<file path="config.mk">
export PLATFORM = sky130hd
export DESIGN_NAME = i2lbs
export DESIGN_NICKNAME = d
export VERILOG_FILES = /design/src/hdl/lbs_pkg.sv /design/src/hdl/frame_resize.sv /design/src/hdl/integral_window.sv /design/src/hdl/cascade_stage.sv /design/src/hdl/cascade_classifier.sv /design/src/hdl/i2lbs.sv
export SDC_FILE = /design/constraint.sdc
export NUM_CORES = 2
export LEC_CHECK = 0
export ABC_CLOCK_PERIOD_IN_PS = 10540
export BUFFER_PORTS_ARGS = -buffer_cell sky130_fd_sc_hd__clkbuf_2
export CAP_MARGIN = 20
export CORE_MARGIN = 2
export CORE_UTILIZATION = 34
export DETAILED_ROUTE_END_ITERATION = 10
export HOLD_SLACK_MARGIN = 0.08
export PLACE_DENSITY = 0.51
export SLEW_MARGIN = 20
export SYNTH_ARGS = -nofsm -noshare
export SYNTH_HDL_FRONTEND = slang
export SYNTH_SLANG_ARGS = --single-unit
</file>
<file path="constraint.sdc">
create_clock -name clk_os -period 10.54 [get_ports clk_os]
set_input_delay 0.527 -clock clk_os [delete_from_list [all_inputs] [get_ports clk_os]]
set_output_delay 0.527 -clock clk_os [all_outputs]
set_load 0.01 [all_outputs]
</file>
<file path="src/hdl/lbs_pkg.sv">
`default_nettype none

package lbs_pkg;

  // ------------------------------
  // data widths
  // ------------------------------
  typedef logic [7:0]         pixel_t;  // camera pixel.
  typedef logic [11:0]        coord_t;  // original or resized coordinate.
  typedef logic [15:0]        integ_t;  // integral image value.
  typedef logic signed [16:0] score_t;  // rectangle sum and threshold.

  // ------------------------------
  // window geometry
  // ------------------------------
  localparam int WIN_DIM   = 3;
  localparam int WIN_CELLS = WIN_DIM * WIN_DIM;

  typedef logic [3:0] corner_t;  // cell index, row * WIN_DIM + col.

  // cell 0 is the top-left (oldest row), the last cell is the newest value.
  typedef integ_t [WIN_CELLS-1:0] win_t;

  // ------------------------------
  // bundles
  // ------------------------------

  // a pixel that survived decimation.
  typedef struct packed {
    coord_t x;
    coord_t y;
    pixel_t value;
  } rsz_pix_t;

  // resized position of the bottom-right window cell.
  typedef struct packed {
    coord_t x;
    coord_t y;
  } win_pos_t;

  // one classifier stage, score = d - b - c + a.
  typedef struct packed {
    corner_t corner_a;
    corner_t corner_b;
    corner_t corner_c;
    corner_t corner_d;
    score_t  threshold;
  } stage_param_t;

endpackage

`default_nettype wire

</file>
<file path="src/hdl/frame_resize.sv">
`default_nettype none

module frame_resize #(
  parameter int ORIG_W = 20,
  parameter int ORIG_H = 20,
  parameter int RSZ_W  = 10,
  parameter int RSZ_H  = 10
) (
  input  wire                clk_os,
  input  wire                i_rst_n,
  input  wire                i_pix_valid,
  input  wire lbs_pkg::pixel_t i_pixel,
  input  wire lbs_pkg::coord_t i_ori_x,
  input  wire lbs_pkg::coord_t i_ori_y,
  output lbs_pkg::rsz_pix_t  o_rsz_pix,
  output logic               o_reach
);

  import lbs_pkg::*;

  localparam int STEP_X = ORIG_W / RSZ_W;
  localparam int STEP_Y = ORIG_H / RSZ_H;

  localparam coord_t STEP_X_C = coord_t'(STEP_X);
  localparam coord_t STEP_Y_C = coord_t'(STEP_Y);
  localparam coord_t RSZ_W_C  = coord_t'(RSZ_W);
  localparam coord_t RSZ_H_C  = coord_t'(RSZ_H);

  logic keep;

  // pixel sits on the decimation grid.
  assign keep = i_pix_valid &&
                ((i_ori_x % STEP_X_C) == '0) &&
                ((i_ori_y % STEP_Y_C) == '0);

  always_ff @(posedge clk_os) begin
    if (!i_rst_n) begin
      o_reach <= 1'b0;
    end else begin
      o_reach <= keep;  // one pulse per kept pixel.
    end
  end

  // coordinates and value hold between kept pixels.
  always_ff @(posedge clk_os) begin
    if (keep) begin
      o_rsz_pix.x     <= i_ori_x / STEP_X_C;
      o_rsz_pix.y     <= i_ori_y / STEP_Y_C;
      o_rsz_pix.value <= i_pixel;
    end
  end

  // ------------------------------
  // checks
  // ------------------------------
  a_reach_in_frame: assert property (
    @(posedge clk_os) disable iff (!i_rst_n)
    o_reach |-> (o_rsz_pix.x < RSZ_W_C) && (o_rsz_pix.y < RSZ_H_C)
  );

  // a fractional step would skew the grid across the frame.
  a_step_even: assert property (
    @(posedge clk_os)
    ((ORIG_W % RSZ_W) == 0) && ((ORIG_H % RSZ_H) == 0)
  );

endmodule

`default_nettype wire

</file>
<file path="src/hdl/integral_window.sv">
`default_nettype none

module integral_window #(
  parameter int RSZ_W = 10,
  parameter int RSZ_H = 10
) (
  input  wire                   clk_os,
  input  wire                   i_rst_n,
  input  wire                   i_reach,
  input  wire lbs_pkg::rsz_pix_t i_rsz_pix,
  output lbs_pkg::win_t         o_win,
  output lbs_pkg::win_pos_t     o_win_pos,
  output logic                  o_win_valid
);

  import lbs_pkg::*;

  localparam int AW = $clog2(RSZ_W);

  localparam coord_t RSZ_W_C  = coord_t'(RSZ_W);
  localparam coord_t RSZ_H_C  = coord_t'(RSZ_H);
  localparam coord_t WIN_EDGE = coord_t'(WIN_DIM - 1);  // first coord with a full window.

  // ------------------------------
  // line buffers and row sum
  // ------------------------------
  integ_t line_1 [RSZ_W];  // integral values of row y-1.
  integ_t line_2 [RSZ_W];  // integral values of row y-2.

  integ_t        row_sum;
  integ_t        row_sum_nxt;
  integ_t        above_1;
  integ_t        above_2;
  integ_t        integ_new;
  integ_t        col_new [WIN_DIM];
  logic [AW-1:0] col_idx;
  logic          full_win;
  coord_t        last_x;

  assign col_idx = i_rsz_pix.x[AW-1:0];

  always_comb begin
    // the row sum restarts at x = 0.
    if (i_rsz_pix.x == '0) begin
      row_sum_nxt = integ_t'(i_rsz_pix.value);
    end else begin
      row_sum_nxt = row_sum + integ_t'(i_rsz_pix.value);
    end

    // rows above the frame count as zero, so each frame starts clean.
    above_1 = (i_rsz_pix.y == '0) ? '0 : line_1[col_idx];
    above_2 = (i_rsz_pix.y < WIN_EDGE) ? '0 : line_2[col_idx];

    integ_new = row_sum_nxt + above_1;

    col_new[0] = above_2;  // oldest row.
    col_new[1] = above_1;
    col_new[2] = integ_new;
  end

  assign full_win = (i_rsz_pix.x >= WIN_EDGE) && (i_rsz_pix.x < RSZ_W_C) &&
                    (i_rsz_pix.y >= WIN_EDGE) && (i_rsz_pix.y < RSZ_H_C);

  // ------------------------------
  // datapath
  // ------------------------------
  always_ff @(posedge clk_os) begin
    if (i_reach) begin
      row_sum          <= row_sum_nxt;
      line_1[col_idx]  <= integ_new;
      line_2[col_idx]  <= above_1;

      // shift every row left, the new column enters on the right.
      for (int r = 0; r < WIN_DIM; r++) begin
        for (int c = 0; c < WIN_DIM - 1; c++) begin
          o_win[r*WIN_DIM + c] <= o_win[r*WIN_DIM + c + 1];
        end
        o_win[r*WIN_DIM + WIN_DIM - 1] <= col_new[r];
      end

      o_win_pos.x <= i_rsz_pix.x;
      o_win_pos.y <= i_rsz_pix.y;
    end
  end

  // ------------------------------
  // control
  // ------------------------------
  always_ff @(posedge clk_os) begin
    if (!i_rst_n) begin
      o_win_valid <= 1'b0;
      last_x      <= '0;
    end else begin
      o_win_valid <= i_reach && full_win;
      if (i_reach) begin
        last_x <= i_rsz_pix.x;
      end
    end
  end

  // the window shift assumes no column is skipped within a row.
  a_x_sequence: assert property (
    @(posedge clk_os) disable iff (!i_rst_n)
    i_reach |-> (i_rsz_pix.x == '0) || (i_rsz_pix.x == last_x + coord_t'(1))
  );

endmodule

`default_nettype wire

</file>
<file path="src/hdl/cascade_stage.sv">
`default_nettype none

module cascade_stage (
  input  wire                       clk_os,
  input  wire                       i_rst_n,
  input  wire                       i_valid,
  input  wire lbs_pkg::win_t        i_win,
  input  wire lbs_pkg::win_pos_t    i_pos,
  input  wire                       i_pass,
  input  wire lbs_pkg::stage_param_t i_param,
  output logic                      o_valid,
  output lbs_pkg::win_t             o_win,
  output lbs_pkg::win_pos_t         o_pos,
  output logic                      o_pass
);

  import lbs_pkg::*;

  localparam corner_t CELL_LIMIT = corner_t'(WIN_CELLS);

  score_t val_a;
  score_t val_b;
  score_t val_c;
  score_t val_d;
  score_t score;
  logic   stage_ok;

  // zero-extend the corners, then take the signed four-corner sum.
  always_comb begin
    val_a = score_t'({1'b0, i_win[i_param.corner_a]});
    val_b = score_t'({1'b0, i_win[i_param.corner_b]});
    val_c = score_t'({1'b0, i_win[i_param.corner_c]});
    val_d = score_t'({1'b0, i_win[i_param.corner_d]});
    score = val_d - val_b - val_c + val_a;
  end

  assign stage_ok = (score >= i_param.threshold);

  always_ff @(posedge clk_os) begin
    if (!i_rst_n) begin
      o_valid <= 1'b0;
    end else begin
      o_valid <= i_valid;
    end
  end

  always_ff @(posedge clk_os) begin
    o_win  <= i_win;
    o_pos  <= i_pos;
    o_pass <= i_pass && stage_ok;  // any failed stage sticks.
  end

  a_corner_range: assert property (
    @(posedge clk_os) disable iff (!i_rst_n)
    i_valid |-> (i_param.corner_a < CELL_LIMIT) && (i_param.corner_b < CELL_LIMIT) &&
                (i_param.corner_c < CELL_LIMIT) && (i_param.corner_d < CELL_LIMIT)
  );

endmodule

`default_nettype wire

</file>
<file path="src/hdl/cascade_classifier.sv">
`default_nettype none

module cascade_classifier #(
  parameter int NUM_STAGES = 4
) (
  input  wire                        clk_os,
  input  wire                        i_rst_n,
  input  wire                        i_win_valid,
  input  wire lbs_pkg::win_t         i_win,
  input  wire lbs_pkg::win_pos_t     i_win_pos,
  input  wire lbs_pkg::stage_param_t [NUM_STAGES-1:0] i_stage_params,
  output logic                       o_cand_valid,
  output logic                       o_candidate,
  output lbs_pkg::coord_t            o_cand_x,
  output lbs_pkg::coord_t            o_cand_y
);

  import lbs_pkg::*;

  // ------------------------------
  // stage chain
  // ------------------------------
  // entry 0 is the classifier input, entry s+1 is the output of stage s.
  logic     valid_chain [NUM_STAGES+1];
  win_t     win_chain   [NUM_STAGES+1];
  win_pos_t pos_chain   [NUM_STAGES+1];
  logic     pass_chain  [NUM_STAGES+1];

  assign valid_chain[0] = i_win_valid;
  assign win_chain[0]   = i_win;
  assign pos_chain[0]   = i_win_pos;
  assign pass_chain[0]  = 1'b1;  // no stage has rejected yet.

  for (genvar s = 0; s < NUM_STAGES; s++) begin : gen_stage
    cascade_stage u_stage (
      .clk_os  (clk_os),
      .i_rst_n (i_rst_n),
      .i_valid (valid_chain[s]),
      .i_win   (win_chain[s]),
      .i_pos   (pos_chain[s]),
      .i_pass  (pass_chain[s]),
      .i_param (i_stage_params[s]),
      .o_valid (valid_chain[s+1]),
      .o_win   (win_chain[s+1]),
      .o_pos   (pos_chain[s+1]),
      .o_pass  (pass_chain[s+1])
    );
  end

  // ------------------------------
  // decision
  // ------------------------------
  assign o_cand_valid = valid_chain[NUM_STAGES];
  assign o_candidate  = pass_chain[NUM_STAGES];  // every stage passed.
  assign o_cand_x     = pos_chain[NUM_STAGES].x;
  assign o_cand_y     = pos_chain[NUM_STAGES].y;

endmodule

`default_nettype wire

</file>
<file path="src/hdl/i2lbs.sv">
`default_nettype none

module i2lbs #(
  parameter int ORIG_W     = 20,
  parameter int ORIG_H     = 20,
  parameter int RSZ_W      = 10,
  parameter int RSZ_H      = 10,
  parameter int NUM_STAGES = 4
) (
  input  wire                        clk_os,
  input  wire                        i_rst_n,
  input  wire                        i_pix_valid,
  input  wire lbs_pkg::pixel_t       i_pixel,
  input  wire lbs_pkg::coord_t       i_ori_x,
  input  wire lbs_pkg::coord_t       i_ori_y,
  input  wire lbs_pkg::stage_param_t [NUM_STAGES-1:0] i_stage_params,
  output logic                       o_reach,
  output lbs_pkg::coord_t            o_resize_x,
  output lbs_pkg::coord_t            o_resize_y,
  output lbs_pkg::win_t              o_win,
  output logic                       o_win_valid,
  output logic                       o_cand_valid,
  output logic                       o_candidate,
  output lbs_pkg::coord_t            o_cand_x,
  output lbs_pkg::coord_t            o_cand_y
);

  import lbs_pkg::*;

  rsz_pix_t rsz_pix;
  win_pos_t win_pos;

  assign o_resize_x = rsz_pix.x;
  assign o_resize_y = rsz_pix.y;

  frame_resize #(
    .ORIG_W (ORIG_W),
    .ORIG_H (ORIG_H),
    .RSZ_W  (RSZ_W),
    .RSZ_H  (RSZ_H)
  ) u_resize (
    .clk_os      (clk_os),
    .i_rst_n     (i_rst_n),
    .i_pix_valid (i_pix_valid),
    .i_pixel     (i_pixel),
    .i_ori_x     (i_ori_x),
    .i_ori_y     (i_ori_y),
    .o_rsz_pix   (rsz_pix),
    .o_reach     (o_reach)   // write strobe into the integral stage.
  );

  integral_window #(
    .RSZ_W (RSZ_W),
    .RSZ_H (RSZ_H)
  ) u_integral (
    .clk_os      (clk_os),
    .i_rst_n     (i_rst_n),
    .i_reach     (o_reach),
    .i_rsz_pix   (rsz_pix),
    .o_win       (o_win),
    .o_win_pos   (win_pos),
    .o_win_valid (o_win_valid)
  );

  cascade_classifier #(
    .NUM_STAGES (NUM_STAGES)
  ) u_classifier (
    .clk_os         (clk_os),
    .i_rst_n        (i_rst_n),
    .i_win_valid    (o_win_valid),
    .i_win          (o_win),
    .i_win_pos      (win_pos),
    .i_stage_params (i_stage_params),
    .o_cand_valid   (o_cand_valid),
    .o_candidate    (o_candidate),
    .o_cand_x       (o_cand_x),
    .o_cand_y       (o_cand_y)
  );

endmodule

`default_nettype wire

</file>
==> summary.log <==
[cells_and_area] Post-layout nets 4726
[cells_and_area] number of filler cells placed in the layout 15100
[setup_path] largest stage delay on the critical path 0.60 ns
[die] die height 410 um
[clock_tree] clock tree from TritonCTS built
[sta] minimum hold slack 0.242 ns
[sta] worst-case setup margin in the final layout 4.82 ns
[power] Design Power 12.3 mW
[run] number of maximum-capacitance constraint violations 0
[placement] PortBufs 358
[power] P_int 8.43 mW
[setup_path] Data arrival, critical path 6.34 ns
[drt] antenna-violating nets left 0
[synth] fraction of the mapped netlist area in compound gates 6.93%
[grt] initial antenna violation count 12
[die] placeable core area 163000 um^2
[clock_tree] CTS root buf clkbuf_16
[clock_tree] depth of the CTS H-tree 3
[setup_path] cell chain of the critical path mux4_2, a22oi_1, nor2_1, a21oi_1, fa_1, fa_1, inv_1, ha_1, inv_1, fa_1, and2b_1, o21ai_2, a211oi_2, o2111ai_2, a31oi_4, mux2i_1, nand2_1, ha_1, a21o_1, a211oi_1, nand3_1, o21ai_0, a41oi_1
[synth] count of flip-flops with a built-in enable after synthesis 532
[synth] count of warnings emitted by yosys 0
[placement] worst slack after detailed placement 4.05 ns
[setup_path] Most Frequent Cell on Critical Path fa_1
[power] sequential fraction of design power 37.4%
[cells_and_area] most common library cell in the layout ignoring fill and taps mux4_2
[status] run status completed
[clock_tree] clock network latency to the later pin of the worst-skew pair 0.78 ns
[synth] share of synthesized cell area in full adder, half adder and majority cells 8.21%
[drt] vias post-DR 36900
[synth] top area cells in the synthesized netlist edfxtp_1, mux4_2, dfxtp_1
[setup_path] type of origin of the critical path flop
[drt] Via-to-Cell Ratio 5.63
[power] net switching share of the total power 31.4%
[clock_tree] number of buffers inserted during clock tree synthesis 116
[power] IR Drop Worst-Case VDD 146 uV
[cells_and_area] most frequent cells in the layout mux4_2, dfxtp_1, edfxtp_1
[sta] fmax 0.175 GHz
[setup_path] critical path endpoint category flop
[cells_and_area] Util after Layout 39.6%
[drt] Detailed Route WL 187000 um
[synth] main combinational cell family by area after synthesis multiplexers
[power] combinational power share 27.5%
[clock_tree] Clock Path Buffers 3
[drt] DRC 0
[sta] final critical-path share of the clock period 54.2%
[die] Die Wd 410 um
[synth] synthesized area 56000 um^2
[grt] via count of the first global-routing pass 37200
[synth] distinct cell type count of the synthesized netlist 76
[drt] Iteration-0 DRC Markers 3814
[sta] Final Hold Fails 0
[setup_path] Crit Path Class reg2reg
[setup_path] cell family contributing the most delay on the critical path compound AO/OA/AOI/OAI gates
[placement] HPWL after detailed placement 139000 um
[sta] sum of negative setup slack 0 ns
[synth] synthesized netlist cell count 3931
[sta] Setup violations, final 0
[sta] post-layout minimum cycle time 5.72 ns
[synth] predominant post-synthesis flop cell dfxtp_1
[synth] proportion of synthesized area in mux cells 27.5%
[power] cell area power density 190 nW/um^2
[synth] xor/xnor share of the synthesized area 1.36%
[power] net switching power of the design 3.86 mW
[grt] pin count of the biggest net entering global routing 63
[sta] worst rel slew slack 26.1%
[power] static leakage 24.3 nW
[worst_hold_path] class of the tightest hold or removal check in2reg
[cells_and_area] area of all placed cells without fillers 64600 um^2
[placement] Placer Congestion 0.894
[clock_tree] clock sinks 1066
[synth] area share of the largest cell type after synthesis 28.5%
[sta] unrepaired setup endpoints after global routing no
[cells_and_area] non-filler instance count after layout 6555
[setup_path] worst reg-to-reg setup slack 4.82 ns
[power] relative contribution of the clock network to total power 35.1%
[grt] wire length of the first global-routing pass 269000 um
[placement] number of placed instances, taps included 6296
[drt] number of iterations in the first detailed-routing pass 6
[synth] cell accounting for the most synthesized area edfxtp_1
[synth] Simple-Gate Fraction of Synth Area 4.58%
[grt] Congestion Overflow GR 0
[clock_tree] CTS clk-pin slew, worst paths 0.06 ns
[synth] sequential share of the synthesized area 47.7%
[sta] slew at the pin closest to its max-slew limit 1.10 ns
[grt] global-route usage over all layers 22.0%
[placement] Placed Area 60100 um^2
[sta] Final Skew 0.0751 ns
[synth] Mapped Avg Cell Area 14.2 um^2
[sta] number of slew-limit violations in the final report 0
[drt] routed length per instance 28.6 um
[die] Row Count 148
[cells_and_area] ratio of cells with drive above 1 in the final layout 29.4%
[setup_path] Data required, critical path 11.17 ns
[setup_path] CP Buf/Inv Count 2
[cells_and_area] layout overhead on the synthesized area 15.4%
[setup_path] worst-path maximum fanout 6
[synth] async set-reset flop share out of synthesis 0%
[die] starting density of the core 34.3%
[setup_path] Slowest-stage cell, CP edfxtp_1
[die] overall die area 168000 um^2
[synth] register bit count reported by yosys 1066
[clock_tree] post-CTS setup buffer count 0
[die] IO Count 363
[final timing paths]
check | startpoint | endpoint | cells after the start
worst min register to register | u_classifier.gen_stage[2].u_stage.o_pos[13] | u_classifier.gen_stage[3].u_stage.o_pos[13] | 0
worst min-delay path | i_stage_params[81] | u_classifier.gen_stage[2].u_stage.o_pass | 5
worst max register to register | u_integral.o_win[0] | u_classifier.gen_stage[0].u_stage.o_pass | 23
worst max-delay path | u_integral.o_win[0] | u_classifier.gen_stage[0].u_stage.o_pass | 23
[cells in the mapped netlist, drive strengths merged (4+ instances only)]
master,instances
nand2b,16
a211oi,80
edfxtp,532
o21bai,5
nor3,29
ha,159
nor4b,14
nand3,9
xnor2,59
or3,4
inv,234
o41ai,5
o211ai,4
a21o,46
nor2,199
buf,105
o2111ai,4
a2111oi,11
o21a,10
xor2,25
mux4,572
clkbuf,161
and3,4
nand2,186
o21ai,178
mux2i,244
nand4,14
fa,130
a21oi,196
nor4,5
and2,5
nor2b,51
mux2,8
a31oi,4
dfxtp,534
a22oi,48
o31ai,5
[sequential cells by signal (all words and copies together) (netlist names), 4 cells and up, named ones only]
register,flops
u_classifier.gen_stage.u_stage.o_pass,4
u_classifier.gen_stage.u_stage.o_pos,88
u_classifier.gen_stage.u_stage.o_valid,4
u_classifier.gen_stage.u_stage.o_win,432
u_integral.line_1,160
u_integral.line_2,160
u_integral.o_win,144
u_integral.o_win_pos,22
u_integral.row_sum,16
u_resize.o_rsz_pix,30
[layer usage]
layer	vias to the layer above	share of wire [%]	GRT usage (%)	wire, um
met5	-	0.11	0.661	199
met4	8	3.4	7.71	6440
met1	19100	42	29.6	77800
li1	15800	-	-	-
met2	1711	46	34.6	86500
met3	307	8.8	4.97	16400
[power by group through the flow]
| stage | Clock, mW | Combinational [mW] | Sequential [mW] |
|---|---|---|---|
| final | 4.31 | 3.38 | 4.60 |
| after global routing | 4.55 | 3.74 | 4.60 |
| after detailed placement | 0 | 3.37 | 4.68 |
| after CTS | 4.40 | 3.40 | 4.59 |
| after global placement | 0 | 3.34 | 4.68 |
| after floorplan | 0 | 2.41 | 4.64 |
[logic make-up after synthesis]
| family | Yosys count |
|---|---|
| simple gates | 547 |
| mux | 824 |
| fa+ha+maj | 289 |
| buf+inv | 503 |
| other cells | 1 |
| flops | 1066 |
| xor+xnor | 85 |
| compound gates | 616 |
[layout make-up]
class                      count  area [um^2]  share of cell area, %
sequential                  1066        26700                   41.3
timing repair buffer         484         2820                   4.36
tap                         2175         2720                   4.21
antenna                        8         20.0                 0.0310
inverter                     237          890                   1.38
multi-input combinational   2365        27400                   42.4
clock buffer                 145         3180                   4.92
clock inverter                75          921                   1.43
[what timing repair did]
action	CTS	global route
endpoints found under the setup margin	0	0
hold buffers	31	0
resized for setup	0	0
endpoints found under the hold margin	40	0
[worst reg2reg max path, cell delays in order, from the launching register on]
cell       delay (ns)
edfxtp_1         0.60
mux4_2           0.53
a22oi_1          0.15
nor2_1           0.06
a21oi_1          0.20
fa_1             0.44
fa_1             0.44
inv_1            0.07
ha_1             0.16
inv_1            0.06
fa_1             0.44
and2b_1          0.22
o21ai_2          0.09
a211oi_2         0.31
o2111ai_2        0.22
a31oi_4          0.25
mux2i_1          0.20
nand2_1          0.08
ha_1             0.30
a21o_1           0.17
a211oi_1         0.31
nand3_1          0.12
o21ai_0          0.08
a41oi_1          0.06
(Power assumes the default switching activity.)
